--- src/design/xbar_pkg.sv ---
package xbar_pkg;

    localparam int MASTER_NUM    = 2;
    localparam int MASTER_IDX_W  = 1;
    localparam int SLAVE_NUM     = 2;
    // bursts in flight per master
    localparam int W_ORDER_DEPTH = 4;
    localparam int W_ORDER_PTR_W = $clog2(W_ORDER_DEPTH);
    // slave 0 owns the lower half of the map
    localparam int SLAVE_SEL_BIT = 31;

    typedef logic [SLAVE_NUM-1:0]  slave_sel_t;
    typedef logic [MASTER_NUM-1:0] master_sel_t;

    // master-side id is the low 4 bits
    typedef struct packed {
        logic [MASTER_IDX_W-1:0] master_idx;
        logic [3:0]              id;
    } ext_id_fields_t;

    typedef union packed {
        logic [$bits(ext_id_fields_t)-1:0] raw;
        ext_id_fields_t                    fields;
    } ext_id_u;

endpackage

--- src/design/axi_pkg.sv ---
package axi_pkg;

    localparam int ID_W   = $bits(xbar_pkg::ext_id_fields_t) - xbar_pkg::MASTER_IDX_W;
    localparam int ADDR_W = 32;
    localparam int DATA_W = 32;
    localparam int STRB_W = DATA_W / 8;

    typedef struct packed {
        logic [ID_W-1:0]   id;
        logic [ADDR_W-1:0] addr;
        logic [7:0]        len;
        logic [2:0]        size;
        logic [1:0]        burst;
        logic [1:0]        lock;
        logic [3:0]        cache;
        logic [2:0]        prot;
    } aw_chan_t;

    // slave side carries the widened id
    typedef struct packed {
        xbar_pkg::ext_id_u id;
        logic [ADDR_W-1:0] addr;
        logic [7:0]        len;
        logic [2:0]        size;
        logic [1:0]        burst;
        logic [1:0]        lock;
        logic [3:0]        cache;
        logic [2:0]        prot;
    } s_aw_chan_t;

    typedef struct packed {
        logic [DATA_W-1:0] data;
        logic [STRB_W-1:0] strb;
        logic              last;
    } w_chan_t;

    typedef struct packed {
        logic [ID_W-1:0] id;
        logic [1:0]      resp;
    } b_chan_t;

    typedef struct packed {
        xbar_pkg::ext_id_u id;
        logic [1:0]        resp;
    } s_b_chan_t;

endpackage

--- src/design/aw_channel.sv ---
`timescale 1ns/1ps

module aw_channel (
    input  logic                            clk,
    input  logic                            rst_n,
    input  axi_pkg::aw_chan_t               m_aw       [xbar_pkg::MASTER_NUM],
    input  logic [xbar_pkg::MASTER_NUM-1:0] m_awvalid,
    output logic [xbar_pkg::MASTER_NUM-1:0] m_awready,
    output axi_pkg::s_aw_chan_t             s_aw       [xbar_pkg::SLAVE_NUM],
    output logic [xbar_pkg::SLAVE_NUM-1:0]  s_awvalid,
    input  logic [xbar_pkg::SLAVE_NUM-1:0]  s_awready,
    input  logic [xbar_pkg::MASTER_NUM-1:0] order_full,
    output logic [xbar_pkg::MASTER_NUM-1:0] aw_accept,
    output xbar_pkg::slave_sel_t            aw_sel     [xbar_pkg::MASTER_NUM]
);

    xbar_pkg::slave_sel_t  aw_req   [xbar_pkg::MASTER_NUM];
    xbar_pkg::slave_sel_t  aw_grant [xbar_pkg::MASTER_NUM];
    xbar_pkg::master_sel_t aw_rank  [xbar_pkg::MASTER_NUM];
    xbar_pkg::ext_id_u     ext_id   [xbar_pkg::MASTER_NUM];
    axi_pkg::s_aw_chan_t   aw_ext   [xbar_pkg::MASTER_NUM];

    always_comb begin
        for (int i = 0; i < xbar_pkg::MASTER_NUM; i++) begin
            aw_sel[i] = xbar_pkg::slave_sel_t'(1) << m_aw[i].addr[xbar_pkg::SLAVE_SEL_BIT];
            // full order FIFO parks the request
            aw_req[i]    = (m_awvalid[i] && !order_full[i]) ? aw_sel[i] : '0;
            m_awready[i] = |(aw_grant[i] & s_awready);
            aw_accept[i] = m_awvalid[i] & m_awready[i];

            ext_id[i].raw = {xbar_pkg::MASTER_IDX_W'(i), m_aw[i].id};
            aw_ext[i] = '{id: ext_id[i], addr: m_aw[i].addr, len: m_aw[i].len,
                          size: m_aw[i].size, burst: m_aw[i].burst, lock: m_aw[i].lock,
                          cache: m_aw[i].cache, prot: m_aw[i].prot};
        end
    end

    always_comb begin
        for (int j = 0; j < xbar_pkg::SLAVE_NUM; j++) begin
            s_awvalid[j] = 1'b0;
            s_aw[j]      = '0;
            for (int i = 0; i < xbar_pkg::MASTER_NUM; i++) begin
                if (aw_grant[i][j]) begin
                    s_awvalid[j] = 1'b1;
                    s_aw[j]      = aw_ext[i];
                end
            end
        end
    end

    rr_priority #(
        .SENDER_NUM(xbar_pkg::MASTER_NUM)
    ) u_aw_prio (
        .clk  (clk),
        .rst_n(rst_n),
        .hs   (aw_accept),
        .rank (aw_rank)
    );

    grant_matrix #(
        .SENDER_NUM  (xbar_pkg::MASTER_NUM),
        .RECEIVER_NUM(xbar_pkg::SLAVE_NUM)
    ) u_aw_grant (
        .req  (aw_req),
        .rank (aw_rank),
        .grant(aw_grant)
    );

endmodule

--- src/design/axi_xbar_wr.sv ---
`timescale 1ns/1ps

module axi_xbar_wr (
    input  logic                            clk,
    input  logic                            rst_n,

    input  axi_pkg::aw_chan_t               m_aw       [xbar_pkg::MASTER_NUM],
    input  logic [xbar_pkg::MASTER_NUM-1:0] m_awvalid,
    output logic [xbar_pkg::MASTER_NUM-1:0] m_awready,
    input  axi_pkg::w_chan_t                m_w        [xbar_pkg::MASTER_NUM],
    input  logic [xbar_pkg::MASTER_NUM-1:0] m_wvalid,
    output logic [xbar_pkg::MASTER_NUM-1:0] m_wready,
    output axi_pkg::b_chan_t                m_b        [xbar_pkg::MASTER_NUM],
    output logic [xbar_pkg::MASTER_NUM-1:0] m_bvalid,
    input  logic [xbar_pkg::MASTER_NUM-1:0] m_bready,

    output axi_pkg::s_aw_chan_t             s_aw       [xbar_pkg::SLAVE_NUM],
    output logic [xbar_pkg::SLAVE_NUM-1:0]  s_awvalid,
    input  logic [xbar_pkg::SLAVE_NUM-1:0]  s_awready,
    output axi_pkg::w_chan_t                s_w        [xbar_pkg::SLAVE_NUM],
    output logic [xbar_pkg::SLAVE_NUM-1:0]  s_wvalid,
    input  logic [xbar_pkg::SLAVE_NUM-1:0]  s_wready,
    input  axi_pkg::s_b_chan_t              s_b        [xbar_pkg::SLAVE_NUM],
    input  logic [xbar_pkg::SLAVE_NUM-1:0]  s_bvalid,
    output logic [xbar_pkg::SLAVE_NUM-1:0]  s_bready
);

    logic [xbar_pkg::MASTER_NUM-1:0] order_full;
    logic [xbar_pkg::MASTER_NUM-1:0] aw_accept;
    xbar_pkg::slave_sel_t            aw_sel [xbar_pkg::MASTER_NUM];

    aw_channel u_aw (
        .clk       (clk),
        .rst_n     (rst_n),
        .m_aw      (m_aw),
        .m_awvalid (m_awvalid),
        .m_awready (m_awready),
        .s_aw      (s_aw),
        .s_awvalid (s_awvalid),
        .s_awready (s_awready),
        .order_full(order_full),
        .aw_accept (aw_accept),
        .aw_sel    (aw_sel)
    );

    w_channel u_w (
        .clk       (clk),
        .rst_n     (rst_n),
        .aw_accept (aw_accept),
        .aw_sel    (aw_sel),
        .order_full(order_full),
        .m_w       (m_w),
        .m_wvalid  (m_wvalid),
        .m_wready  (m_wready),
        .s_w       (s_w),
        .s_wvalid  (s_wvalid),
        .s_wready  (s_wready)
    );

    b_channel u_b (
        .clk     (clk),
        .rst_n   (rst_n),
        .s_b     (s_b),
        .s_bvalid(s_bvalid),
        .s_bready(s_bready),
        .m_b     (m_b),
        .m_bvalid(m_bvalid),
        .m_bready(m_bready)
    );

endmodule

--- src/design/b_channel.sv ---
`timescale 1ns/1ps

module b_channel (
    input  logic                            clk,
    input  logic                            rst_n,
    input  axi_pkg::s_b_chan_t              s_b       [xbar_pkg::SLAVE_NUM],
    input  logic [xbar_pkg::SLAVE_NUM-1:0]  s_bvalid,
    output logic [xbar_pkg::SLAVE_NUM-1:0]  s_bready,
    output axi_pkg::b_chan_t                m_b       [xbar_pkg::MASTER_NUM],
    output logic [xbar_pkg::MASTER_NUM-1:0] m_bvalid,
    input  logic [xbar_pkg::MASTER_NUM-1:0] m_bready
);

    xbar_pkg::master_sel_t          b_req   [xbar_pkg::SLAVE_NUM];
    xbar_pkg::master_sel_t          b_grant [xbar_pkg::SLAVE_NUM];
    xbar_pkg::slave_sel_t           b_rank  [xbar_pkg::SLAVE_NUM];
    logic [xbar_pkg::SLAVE_NUM-1:0] b_hs;

    always_comb begin
        for (int j = 0; j < xbar_pkg::SLAVE_NUM; j++) begin
            // prefix names the master that issued the AW
            b_req[j]    = s_bvalid[j] ?
                          xbar_pkg::master_sel_t'(1) << s_b[j].id.fields.master_idx : '0;
            s_bready[j] = |(b_grant[j] & m_bready);
            b_hs[j]     = s_bvalid[j] & s_bready[j];
        end
    end

    always_comb begin
        for (int i = 0; i < xbar_pkg::MASTER_NUM; i++) begin
            m_bvalid[i] = 1'b0;
            m_b[i]      = '0;
            for (int j = 0; j < xbar_pkg::SLAVE_NUM; j++) begin
                if (b_grant[j][i]) begin
                    m_bvalid[i] = 1'b1;
                    m_b[i]      = '{id: s_b[j].id.fields.id, resp: s_b[j].resp};
                end
            end
        end
    end

    rr_priority #(
        .SENDER_NUM(xbar_pkg::SLAVE_NUM)
    ) u_b_prio (
        .clk  (clk),
        .rst_n(rst_n),
        .hs   (b_hs),
        .rank (b_rank)
    );

    grant_matrix #(
        .SENDER_NUM  (xbar_pkg::SLAVE_NUM),
        .RECEIVER_NUM(xbar_pkg::MASTER_NUM)
    ) u_b_grant (
        .req  (b_req),
        .rank (b_rank),
        .grant(b_grant)
    );

    for (genvar j = 0; j < xbar_pkg::SLAVE_NUM; j++) begin : g_chk
        assert property (@(posedge clk) disable iff (!rst_n)
            s_bvalid[j] |-> int'(s_b[j].id.fields.master_idx) < xbar_pkg::MASTER_NUM)
            else $error("slave %0d returned a response for an unknown master", j);
    end

endmodule

--- src/design/grant_matrix.sv ---
`timescale 1ns/1ps

module grant_matrix #(
    parameter int SENDER_NUM   = 2,
    parameter int RECEIVER_NUM = 2
) (
    input  logic [RECEIVER_NUM-1:0] req   [SENDER_NUM],
    input  logic [SENDER_NUM-1:0]   rank  [SENDER_NUM],
    output logic [RECEIVER_NUM-1:0] grant [SENDER_NUM]
);

    always_comb begin
        for (int i = 0; i < SENDER_NUM; i++) begin
            for (int r = 0; r < RECEIVER_NUM; r++) begin
                grant[i][r] = req[i][r];
                // any higher ranked rival for the same receiver blocks it
                for (int k = 0; k < SENDER_NUM; k++) begin
                    if (k != i && req[k][r] && !rank[i][k]) begin
                        grant[i][r] = 1'b0;
                    end
                end
            end
        end
    end

    always_comb begin
        logic [SENDER_NUM-1:0] taken;
        for (int r = 0; r < RECEIVER_NUM; r++) begin
            for (int i = 0; i < SENDER_NUM; i++) begin
                taken[i] = grant[i][r];
            end
            assert ($onehot0(taken)) else $error("receiver %0d granted to two senders", r);
        end
        for (int i = 0; i < SENDER_NUM; i++) begin
            assert ($onehot0(grant[i])) else $error("sender %0d granted two receivers", i);
        end
    end

endmodule

--- src/design/rr_priority.sv ---
`timescale 1ns/1ps

// rank[i][k] set means sender i wins over sender k
module rr_priority #(
    parameter int SENDER_NUM = 2
) (
    input  logic                  clk,
    input  logic                  rst_n,
    input  logic [SENDER_NUM-1:0] hs,
    output logic [SENDER_NUM-1:0] rank [SENDER_NUM]
);

    always_ff @(posedge clk or negedge rst_n) begin
        if (!rst_n) begin
            // lower index first out of reset
            for (int i = 0; i < SENDER_NUM; i++) begin
                for (int k = 0; k < SENDER_NUM; k++) begin
                    rank[i][k] <= (i < k);
                end
            end
        end else begin
            // winners drop below the rest with the order inside each group kept
            for (int i = 0; i < SENDER_NUM; i++) begin
                for (int k = 0; k < SENDER_NUM; k++) begin
                    if (hs[i] && !hs[k]) begin
                        rank[i][k] <= 1'b0;
                    end else if (hs[k] && !hs[i]) begin
                        rank[i][k] <= 1'b1;
                    end
                end
            end
        end
    end

    for (genvar i = 0; i < SENDER_NUM; i++) begin : g_chk
        for (genvar k = i + 1; k < SENDER_NUM; k++) begin : g_pair
            assert property (@(posedge clk) disable iff (!rst_n) rank[i][k] != rank[k][i])
                else $error("rank order broken between senders %0d and %0d", i, k);
        end
    end

endmodule

--- src/design/w_channel.sv ---
`timescale 1ns/1ps

module w_channel (
    input  logic                            clk,
    input  logic                            rst_n,
    input  logic [xbar_pkg::MASTER_NUM-1:0] aw_accept,
    input  xbar_pkg::slave_sel_t            aw_sel     [xbar_pkg::MASTER_NUM],
    output logic [xbar_pkg::MASTER_NUM-1:0] order_full,
    input  axi_pkg::w_chan_t                m_w        [xbar_pkg::MASTER_NUM],
    input  logic [xbar_pkg::MASTER_NUM-1:0] m_wvalid,
    output logic [xbar_pkg::MASTER_NUM-1:0] m_wready,
    output axi_pkg::w_chan_t                s_w        [xbar_pkg::SLAVE_NUM],
    output logic [xbar_pkg::SLAVE_NUM-1:0]  s_wvalid,
    input  logic [xbar_pkg::SLAVE_NUM-1:0]  s_wready
);

    xbar_pkg::slave_sel_t            head_sel [xbar_pkg::MASTER_NUM];
    logic [xbar_pkg::MASTER_NUM-1:0] order_empty;
    logic [xbar_pkg::MASTER_NUM-1:0] last_hs;
    xbar_pkg::slave_sel_t            w_req    [xbar_pkg::MASTER_NUM];
    xbar_pkg::slave_sel_t            w_grant  [xbar_pkg::MASTER_NUM];
    xbar_pkg::master_sel_t           w_rank   [xbar_pkg::MASTER_NUM];
    xbar_pkg::master_sel_t           w_col    [xbar_pkg::SLAVE_NUM];
    // owner of a burst that has started at each slave
    xbar_pkg::master_sel_t           w_lock   [xbar_pkg::SLAVE_NUM];

    for (genvar i = 0; i < xbar_pkg::MASTER_NUM; i++) begin : g_order
        wr_order_fifo u_order (
            .clk     (clk),
            .rst_n   (rst_n),
            .push    (aw_accept[i]),
            .push_sel(aw_sel[i]),
            .pop     (last_hs[i]),
            .head_sel(head_sel[i]),
            .empty   (order_empty[i]),
            .full    (order_full[i])
        );
    end

    always_comb begin
        for (int i = 0; i < xbar_pkg::MASTER_NUM; i++) begin
            for (int j = 0; j < xbar_pkg::SLAVE_NUM; j++) begin
                w_req[i][j] = !order_empty[i] && head_sel[i][j] &&
                              (w_lock[j] == '0 || w_lock[j][i]);
            end
            m_wready[i] = |(w_grant[i] & s_wready);
            last_hs[i]  = m_wvalid[i] & m_wready[i] & m_w[i].last;
        end
    end

    always_comb begin
        for (int j = 0; j < xbar_pkg::SLAVE_NUM; j++) begin
            s_wvalid[j] = 1'b0;
            s_w[j]      = '0;
            for (int i = 0; i < xbar_pkg::MASTER_NUM; i++) begin
                w_col[j][i] = w_grant[i][j];
                if (w_grant[i][j]) begin
                    s_wvalid[j] = m_wvalid[i];
                    s_w[j]      = m_w[i];
                end
            end
        end
    end

    always_ff @(posedge clk or negedge rst_n) begin
        if (!rst_n) begin
            for (int j = 0; j < xbar_pkg::SLAVE_NUM; j++) begin
                w_lock[j] <= '0;
            end
        end else begin
            for (int j = 0; j < xbar_pkg::SLAVE_NUM; j++) begin
                if (s_wvalid[j] && s_wready[j]) begin
                    w_lock[j] <= s_w[j].last ? '0 : w_col[j];
                end
            end
        end
    end

    // ranks move on burst ends only
    rr_priority #(
        .SENDER_NUM(xbar_pkg::MASTER_NUM)
    ) u_w_prio (
        .clk  (clk),
        .rst_n(rst_n),
        .hs   (last_hs),
        .rank (w_rank)
    );

    grant_matrix #(
        .SENDER_NUM  (xbar_pkg::MASTER_NUM),
        .RECEIVER_NUM(xbar_pkg::SLAVE_NUM)
    ) u_w_grant (
        .req  (w_req),
        .rank (w_rank),
        .grant(w_grant)
    );

endmodule

--- src/design/wr_order_fifo.sv ---
`timescale 1ns/1ps

module wr_order_fifo (
    input  logic                 clk,
    input  logic                 rst_n,
    input  logic                 push,
    input  xbar_pkg::slave_sel_t push_sel,
    input  logic                 pop,
    output xbar_pkg::slave_sel_t head_sel,
    output logic                 empty,
    output logic                 full
);

    xbar_pkg::slave_sel_t              mem [xbar_pkg::W_ORDER_DEPTH];
    logic [xbar_pkg::W_ORDER_PTR_W-1:0] wr_ptr;
    logic [xbar_pkg::W_ORDER_PTR_W-1:0] rd_ptr;
    logic [xbar_pkg::W_ORDER_PTR_W:0]   count;

    always_ff @(posedge clk) begin
        if (push) begin
            mem[wr_ptr] <= push_sel;
        end
    end

    always_ff @(posedge clk or negedge rst_n) begin
        if (!rst_n) begin
            wr_ptr <= '0;
            rd_ptr <= '0;
            count  <= '0;
        end else begin
            if (push) begin
                wr_ptr <= wr_ptr + 1'b1;
            end
            if (pop) begin
                rd_ptr <= rd_ptr + 1'b1;
            end
            case ({push, pop})
                2'b10:   count <= count + 1'b1;
                2'b01:   count <= count - 1'b1;
                default: count <= count;
            endcase
        end
    end

    assign head_sel = mem[rd_ptr];
    assign empty    = (count == '0);
    assign full     = (count == (xbar_pkg::W_ORDER_PTR_W + 1)'(xbar_pkg::W_ORDER_DEPTH));

    // AW side holds off on full and W side only ends bursts it owns
    assert property (@(posedge clk) disable iff (!rst_n) push |-> !full)
        else $error("write order FIFO pushed while full");
    assert property (@(posedge clk) disable iff (!rst_n) pop |-> !empty)
        else $error("write order FIFO popped while empty");

endmodule

--- config.mk ---
export PLATFORM = sky130hd
export DESIGN_NAME = axi_xbar_wr
export DESIGN_NICKNAME = d
export VERILOG_FILES = /design/src/design/xbar_pkg.sv /design/src/design/axi_pkg.sv /design/src/design/aw_channel.sv /design/src/design/axi_xbar_wr.sv /design/src/design/b_channel.sv /design/src/design/grant_matrix.sv /design/src/design/rr_priority.sv /design/src/design/w_channel.sv /design/src/design/wr_order_fifo.sv
export SDC_FILE = /design/constraint.sdc
export NUM_CORES = 1
export LEC_CHECK = 0
export BUFFER_PORTS_ARGS = -buffer_cell sky130_fd_sc_hd__buf_2
export CAP_MARGIN = 20
export CORE_AREA = 2 2 171 173
export DETAILED_ROUTE_END_ITERATION = 8
export DIE_AREA = 0 0 173 175
export SLEW_MARGIN = 20
export SYNTH_ARGS = -nofsm -noshare
export SYNTH_HDL_FRONTEND = slang
export SYNTH_SLANG_ARGS = --single-unit
--- constraint.sdc ---
create_clock -name clk -period 3.4 [get_ports clk]
set_input_delay 1.02 -clock clk [delete_from_list [all_inputs] [get_ports clk]]
set_output_delay 1.02 -clock clk [all_outputs]
set_load 0.05 [all_outputs]
==> impl_metrics.py <==
metrics = {
    "run_status": {
        "status": "complete, but fails checks",
        "violations": "negative setup slack",
    },
    "synth": {
        "yosys_register_bits": 40,
        "number_of_synthesized_flops_with_an_enable_pin": 16,
        "ys_dominant_reg_cell": "sky130_fd_sc_hd__dfrtp_1",
        "ys_seq_area_share_pct": 24.6,
        "synth_cell_types": 49,
        "synth.net_count": 707,
        "syn_inst": 471,
        "postSynth.asyncResetShare_pct": 60.0,
        "synthesis.area_per_instance_um2": 9.37,
        "number_of_warnings_reported_in_the_yosys_synthesis_log": 0,
        "post_synth_instance_area_um2": 4410,
    },
    "global_routing": {
        "overflow": 0,
        "grt_antenna_before_repair": 13,
        "via_count_of_the_first_global_routing_pass": 6124,
        "maximum_number_of_pins_on_one_net_before_global_route_repair": 62,
        "grt_first_pass_wirelength_um": 38600,
        "grtUsageTotal_pct": 16.8,
    },
    "critical_path": {
        "timing.critical_path.fanout_max": 31,
        "path_class": "input pin to output port",
        "worstSetupStartpointType": "input pin",
        "arrival_ns": 2.50,
        "worst_ep_required_time_ns": 2.38,
        "setup.worst_path.end_class": "output port",
    },
    "cells_and_area": {
        "fin_util_pct": 34.8,
        "nNetsFinal": 1156,
        "final_cell_area_um2": 9890,
        "fin_cells": 1310,
        "areaGrowthSynthToFinish_pct": 124,
        "layout-drive-gt1-share_pct": 65.1,
    },
    "place": {
        "placed_cells": 1277,
        "placed_area_um2": 8240,
        "dp.final_hpwl_um": 23300,
        "io_buffer_count": 432,
        "gpl.final_weighted_congestion": 0.936,
    },
    "clocking": {
        "clkSinkCount": 40,
        "maximum_buffer_depth_of_the_clock_tree": 2,
        "ctsRootBufferMaster": "sky130_fd_sc_hd__clkbuf_16",
        "insertion_delay_ns": 0.28,
        "cts.reportedPaths.clkPinSlew_ns": 0.06,
        "tritoncts": "done",
        "numCtsBuffers": 5,
        "cts_h_tree_lvls": 2,
        "cts-hold-fix-buffers": 0,
    },
    "die": {
        "floorplan.io_pins": 434,
        "start_util_pct": 15.5,
        "die-area_um2": 30300,
        "die_height_um": 175,
        "design.core.area_um2": 28400,
        "placement_rows": 62,
        "dieWidth_um": 173,
    },
    "detailed_routing": {
        "post-route-drc-count": 0,
        "route.detailed.vias_per_inst": 4.80,
        "met3_length_um": 2390,
        "routedWlPerCell_um": 22.8,
        "detailedRoute.firstPassIterationCount": 4,
        "routed_met2_length_um": 16400,
        "drtAntennaViolNets": 0,
        "wl_met1_um": 9780,
        "top_layer": "met5",
        "drt-initial-drc-count": 213,
        "finalWirelength_um": 29800,
        "num_vias": 6284,
    },
    "power": {
        "peakVddDrop_mv": 0.378,
        "power_leakage_nw": 4.78,
        "part_of_the_power_in_registers_pct": 7.7,
        "p_sw_mw": 6.22,
        "power-per-cell-area_nw_per_um2": 1090,
        "power.switching_fraction_pct": 57.5,
        "power.combinational.fraction_pct": 87.2,
        "power_frac_clock_pct": 5.1,
        "cellInternalPower_mw": 4.59,
    },
    "job": {
        "drv_cap": 0,
    },
    "timing": {
        "setup_ws_ns": -0.120,
        "max_slew_margin_pct": 61.1,
        "setup_viol_count_final": 114,
        "timing_hold_violations_final": 0,
        "final_clock_period_utilization_by_the_worst_path_pct": 104,
        "final-max-slew-violation-count": 0,
        "finClkSkew_ns": 0.00215,
        "rsz_0062_raised_after_global_routing": "true",
        "worst_margin_slew_ns": 0.584,
        "period_minus_slack_ns": 3.52,
        "fmaxAchievable_ghz": 0.284,
    },
    "min_path": {
        "holdCritPathClass": "flip-flop to flip-flop",
    },
}
## power by group through the flow
stage | Combinational [mW] | Clock, mW | Sequential, mW
floorplan | 5.59 | 0 | 0.770
global placement | 8.19 | 0 | 0.820
detailed placement | 8.21 | 0 | 0.831
CTS | 8.46 | 0.568 | 0.830
global route | 9.76 | 0.584 | 0.859
finish | 9.43 | 0.552 | 0.831
## final timing paths
check / start / endpoint / slack (ns) / cells after the start
hold reg to reg: u_b.u_b_prio.rank[3]$_DFFE_PN1P_ / u_b.u_b_prio.rank[3]$_DFFE_PN1P_ / 0.52 / 2
max in group asynchronous: rst_n / u_w.g_order[0].u_order.rd_ptr[0]$_DFFE_PN0P_ / 2.25 / 1
setup / recovery: m_awvalid[0] / s_aw[1] / -0.12 / 8
hold / removal: u_b.u_b_prio.rank[3]$_DFFE_PN1P_ / u_b.u_b_prio.rank[3]$_DFFE_PN1P_ / 0.52 / 2
min in group asynchronous: rst_n / u_b.u_b_prio.rank[0]$_DFFE_PN0P_ / 0.73 / 1
setup reg to reg: u_w.g_order[0].u_order.rd_ptr[0]$_DFFE_PN0P_ / u_w.g_order[1].u_order.count[2]$_DFFE_PN0P_ / 0.22 / 14
## flip-flops by register name, indices dropped and copies added, names as in the netlist
name	flops
u_w.g_order.u_order.count	6
u_w.g_order.u_order.rd_ptr	4
u_w.g_order.u_order.wr_ptr	4
u_w.w_lock	4
u_b.u_b_prio.rank	2
u_aw.u_aw_prio.rank	2
u_w.u_w_prio.rank	2
u_w.g_order.u_order.mem	16
## worst max-delay path, stage by stage
cell,delay (ns)
sky130_fd_sc_hd__buf_8,0.08
sky130_fd_sc_hd__o31ai_4,0.06
sky130_fd_sc_hd__or2_1,0.24
sky130_fd_sc_hd__o2111a_2,0.30
sky130_fd_sc_hd__buf_12,0.15
sky130_fd_sc_hd__buf_16,0.16
sky130_fd_sc_hd__a22o_2,0.31
sky130_fd_sc_hd__buf_12,0.16
## layer usage
metal,vias to the layer above,GRT usage (%)
li1,2810,-
met1,3000,16.1
met2,376,35.0
met3,86,4.68
met4,12,3.60
met5,-,0
## kinds of logic after synthesis
logic type                 synth area share, %
xor gates and xnor gates                  2.38
adders and majority gates                 5.44
AOI/OAI and AO/OA                         48.1
muxes                                     4.37
buffers and inverters                     7.20
other                                   0.0850
and+or+nand+nor                           7.82
DFF                                       24.6
## final cells by class
| type | count | area (µm²) |
|---|---|---|
| Clock buffer | 5 | 125 |
| Clock inverter | 3 | 46.3 |
| Fill cell | 2825 | 18500 |
| Antenna cell | 5 | 12.5 |
| Multi-Input combinational cell | 358 | 3490 |
| Timing Repair Buffer | 487 | 4550 |
| Sequential cell | 40 | 1090 |
| Inverter | 28 | 105 |
| Tap cell | 384 | 480 |
## cells in the mapped netlist, types with 2 or more instances
cell type	instances	area share [%]
sky130_fd_sc_hd__inv_2	4	0.34
sky130_fd_sc_hd__inv_1	24	2.0
sky130_fd_sc_hd__a21oi_2	2	0.40
sky130_fd_sc_hd__a32oi_1	2	0.40
sky130_fd_sc_hd__a22o_1	207	41
sky130_fd_sc_hd__o21ai_0	7	0.79
sky130_fd_sc_hd__edfxtp_1	16	11
sky130_fd_sc_hd__nor4_1	2	0.28
sky130_fd_sc_hd__nand3b_1	2	0.34
sky130_fd_sc_hd__dfrtp_1	21	12
sky130_fd_sc_hd__nand3_1	5	0.57
sky130_fd_sc_hd__buf_2	20	2.3
sky130_fd_sc_hd__a211oi_4	2	0.91
sky130_fd_sc_hd__o31ai_1	4	0.68
sky130_fd_sc_hd__a31oi_1	2	0.28
sky130_fd_sc_hd__xor2_1	5	0.99
sky130_fd_sc_hd__nor2_1	11	0.94
sky130_fd_sc_hd__buf_4	3	0.51
sky130_fd_sc_hd__nand2b_1	4	0.57
sky130_fd_sc_hd__o311ai_1	2	0.40
sky130_fd_sc_hd__a221oi_1	2	0.40
sky130_fd_sc_hd__nand2_1	13	1.1
sky130_fd_sc_hd__mux2i_1	8	1.8
sky130_fd_sc_hd__a21oi_1	5	0.57
sky130_fd_sc_hd__nor2b_1	4	0.57
sky130_fd_sc_hd__nor3_1	3	0.34
sky130_fd_sc_hd__xnor2_1	7	1.4
sky130_fd_sc_hd__and2_1	15	2.1
sky130_fd_sc_hd__nor3b_1	2	0.34
sky130_fd_sc_hd__fa_1	2	0.91
sky130_fd_sc_hd__dfstp_2	3	1.8
sky130_fd_sc_hd__mux2_1	10	2.6
sky130_fd_sc_hd__ha_1	16	4.5
sky130_fd_sc_hd__clkbuf_1	21	1.8
## cell usage in the layout, fill, tap and decap left out, types with 6 or more instances in the layout
cell type	instances
sky130_fd_sc_hd__nor2_1	7
sky130_fd_sc_hd__and2_1	15
sky130_fd_sc_hd__ha_1	16
sky130_fd_sc_hd__dfrtp_1	19
sky130_fd_sc_hd__buf_4	31
sky130_fd_sc_hd__a22o_1	129
sky130_fd_sc_hd__inv_1	24
sky130_fd_sc_hd__buf_6	90
sky130_fd_sc_hd__o21ai_0	7
sky130_fd_sc_hd__clkbuf_4	6
sky130_fd_sc_hd__nand2_1	12
sky130_fd_sc_hd__edfxtp_1	16
sky130_fd_sc_hd__mux2_1	10
sky130_fd_sc_hd__clkbuf_16	15
sky130_fd_sc_hd__a22o_4	41
sky130_fd_sc_hd__buf_2	260
sky130_fd_sc_hd__a22o_2	37
sky130_fd_sc_hd__mux2i_1	8
sky130_fd_sc_hd__xnor2_1	7
sky130_fd_sc_hd__buf_12	68
sky130_fd_sc_hd__buf_8	21
## repair_timing
action / CTS / global route
cloned: 0 / 14
setup buffers: 0 / 6
setup endpoints to repair: 133 / 195
pin swaps: 7 / 14
gates resized for setup: 135 / 189
## per-stage QoR
step	setup slack [ns]	setup TNS [ns]	hold WS, ns	total power, mW
final	-0.120	-7.34	0.517	10.8
after global routing	-0.178	-13.58	0.551	11.2
after CTS	-0.0993	-3.12	0.520	9.86
after detailed placement	-0.174	-11.65	0.507	9.04
after global placement	-0.133	-9.23	0.492	9.01
after floorplan	-0.0948	-3.87	0.468	6.36
No activity file was read; power rests on OpenSTA's default activity.
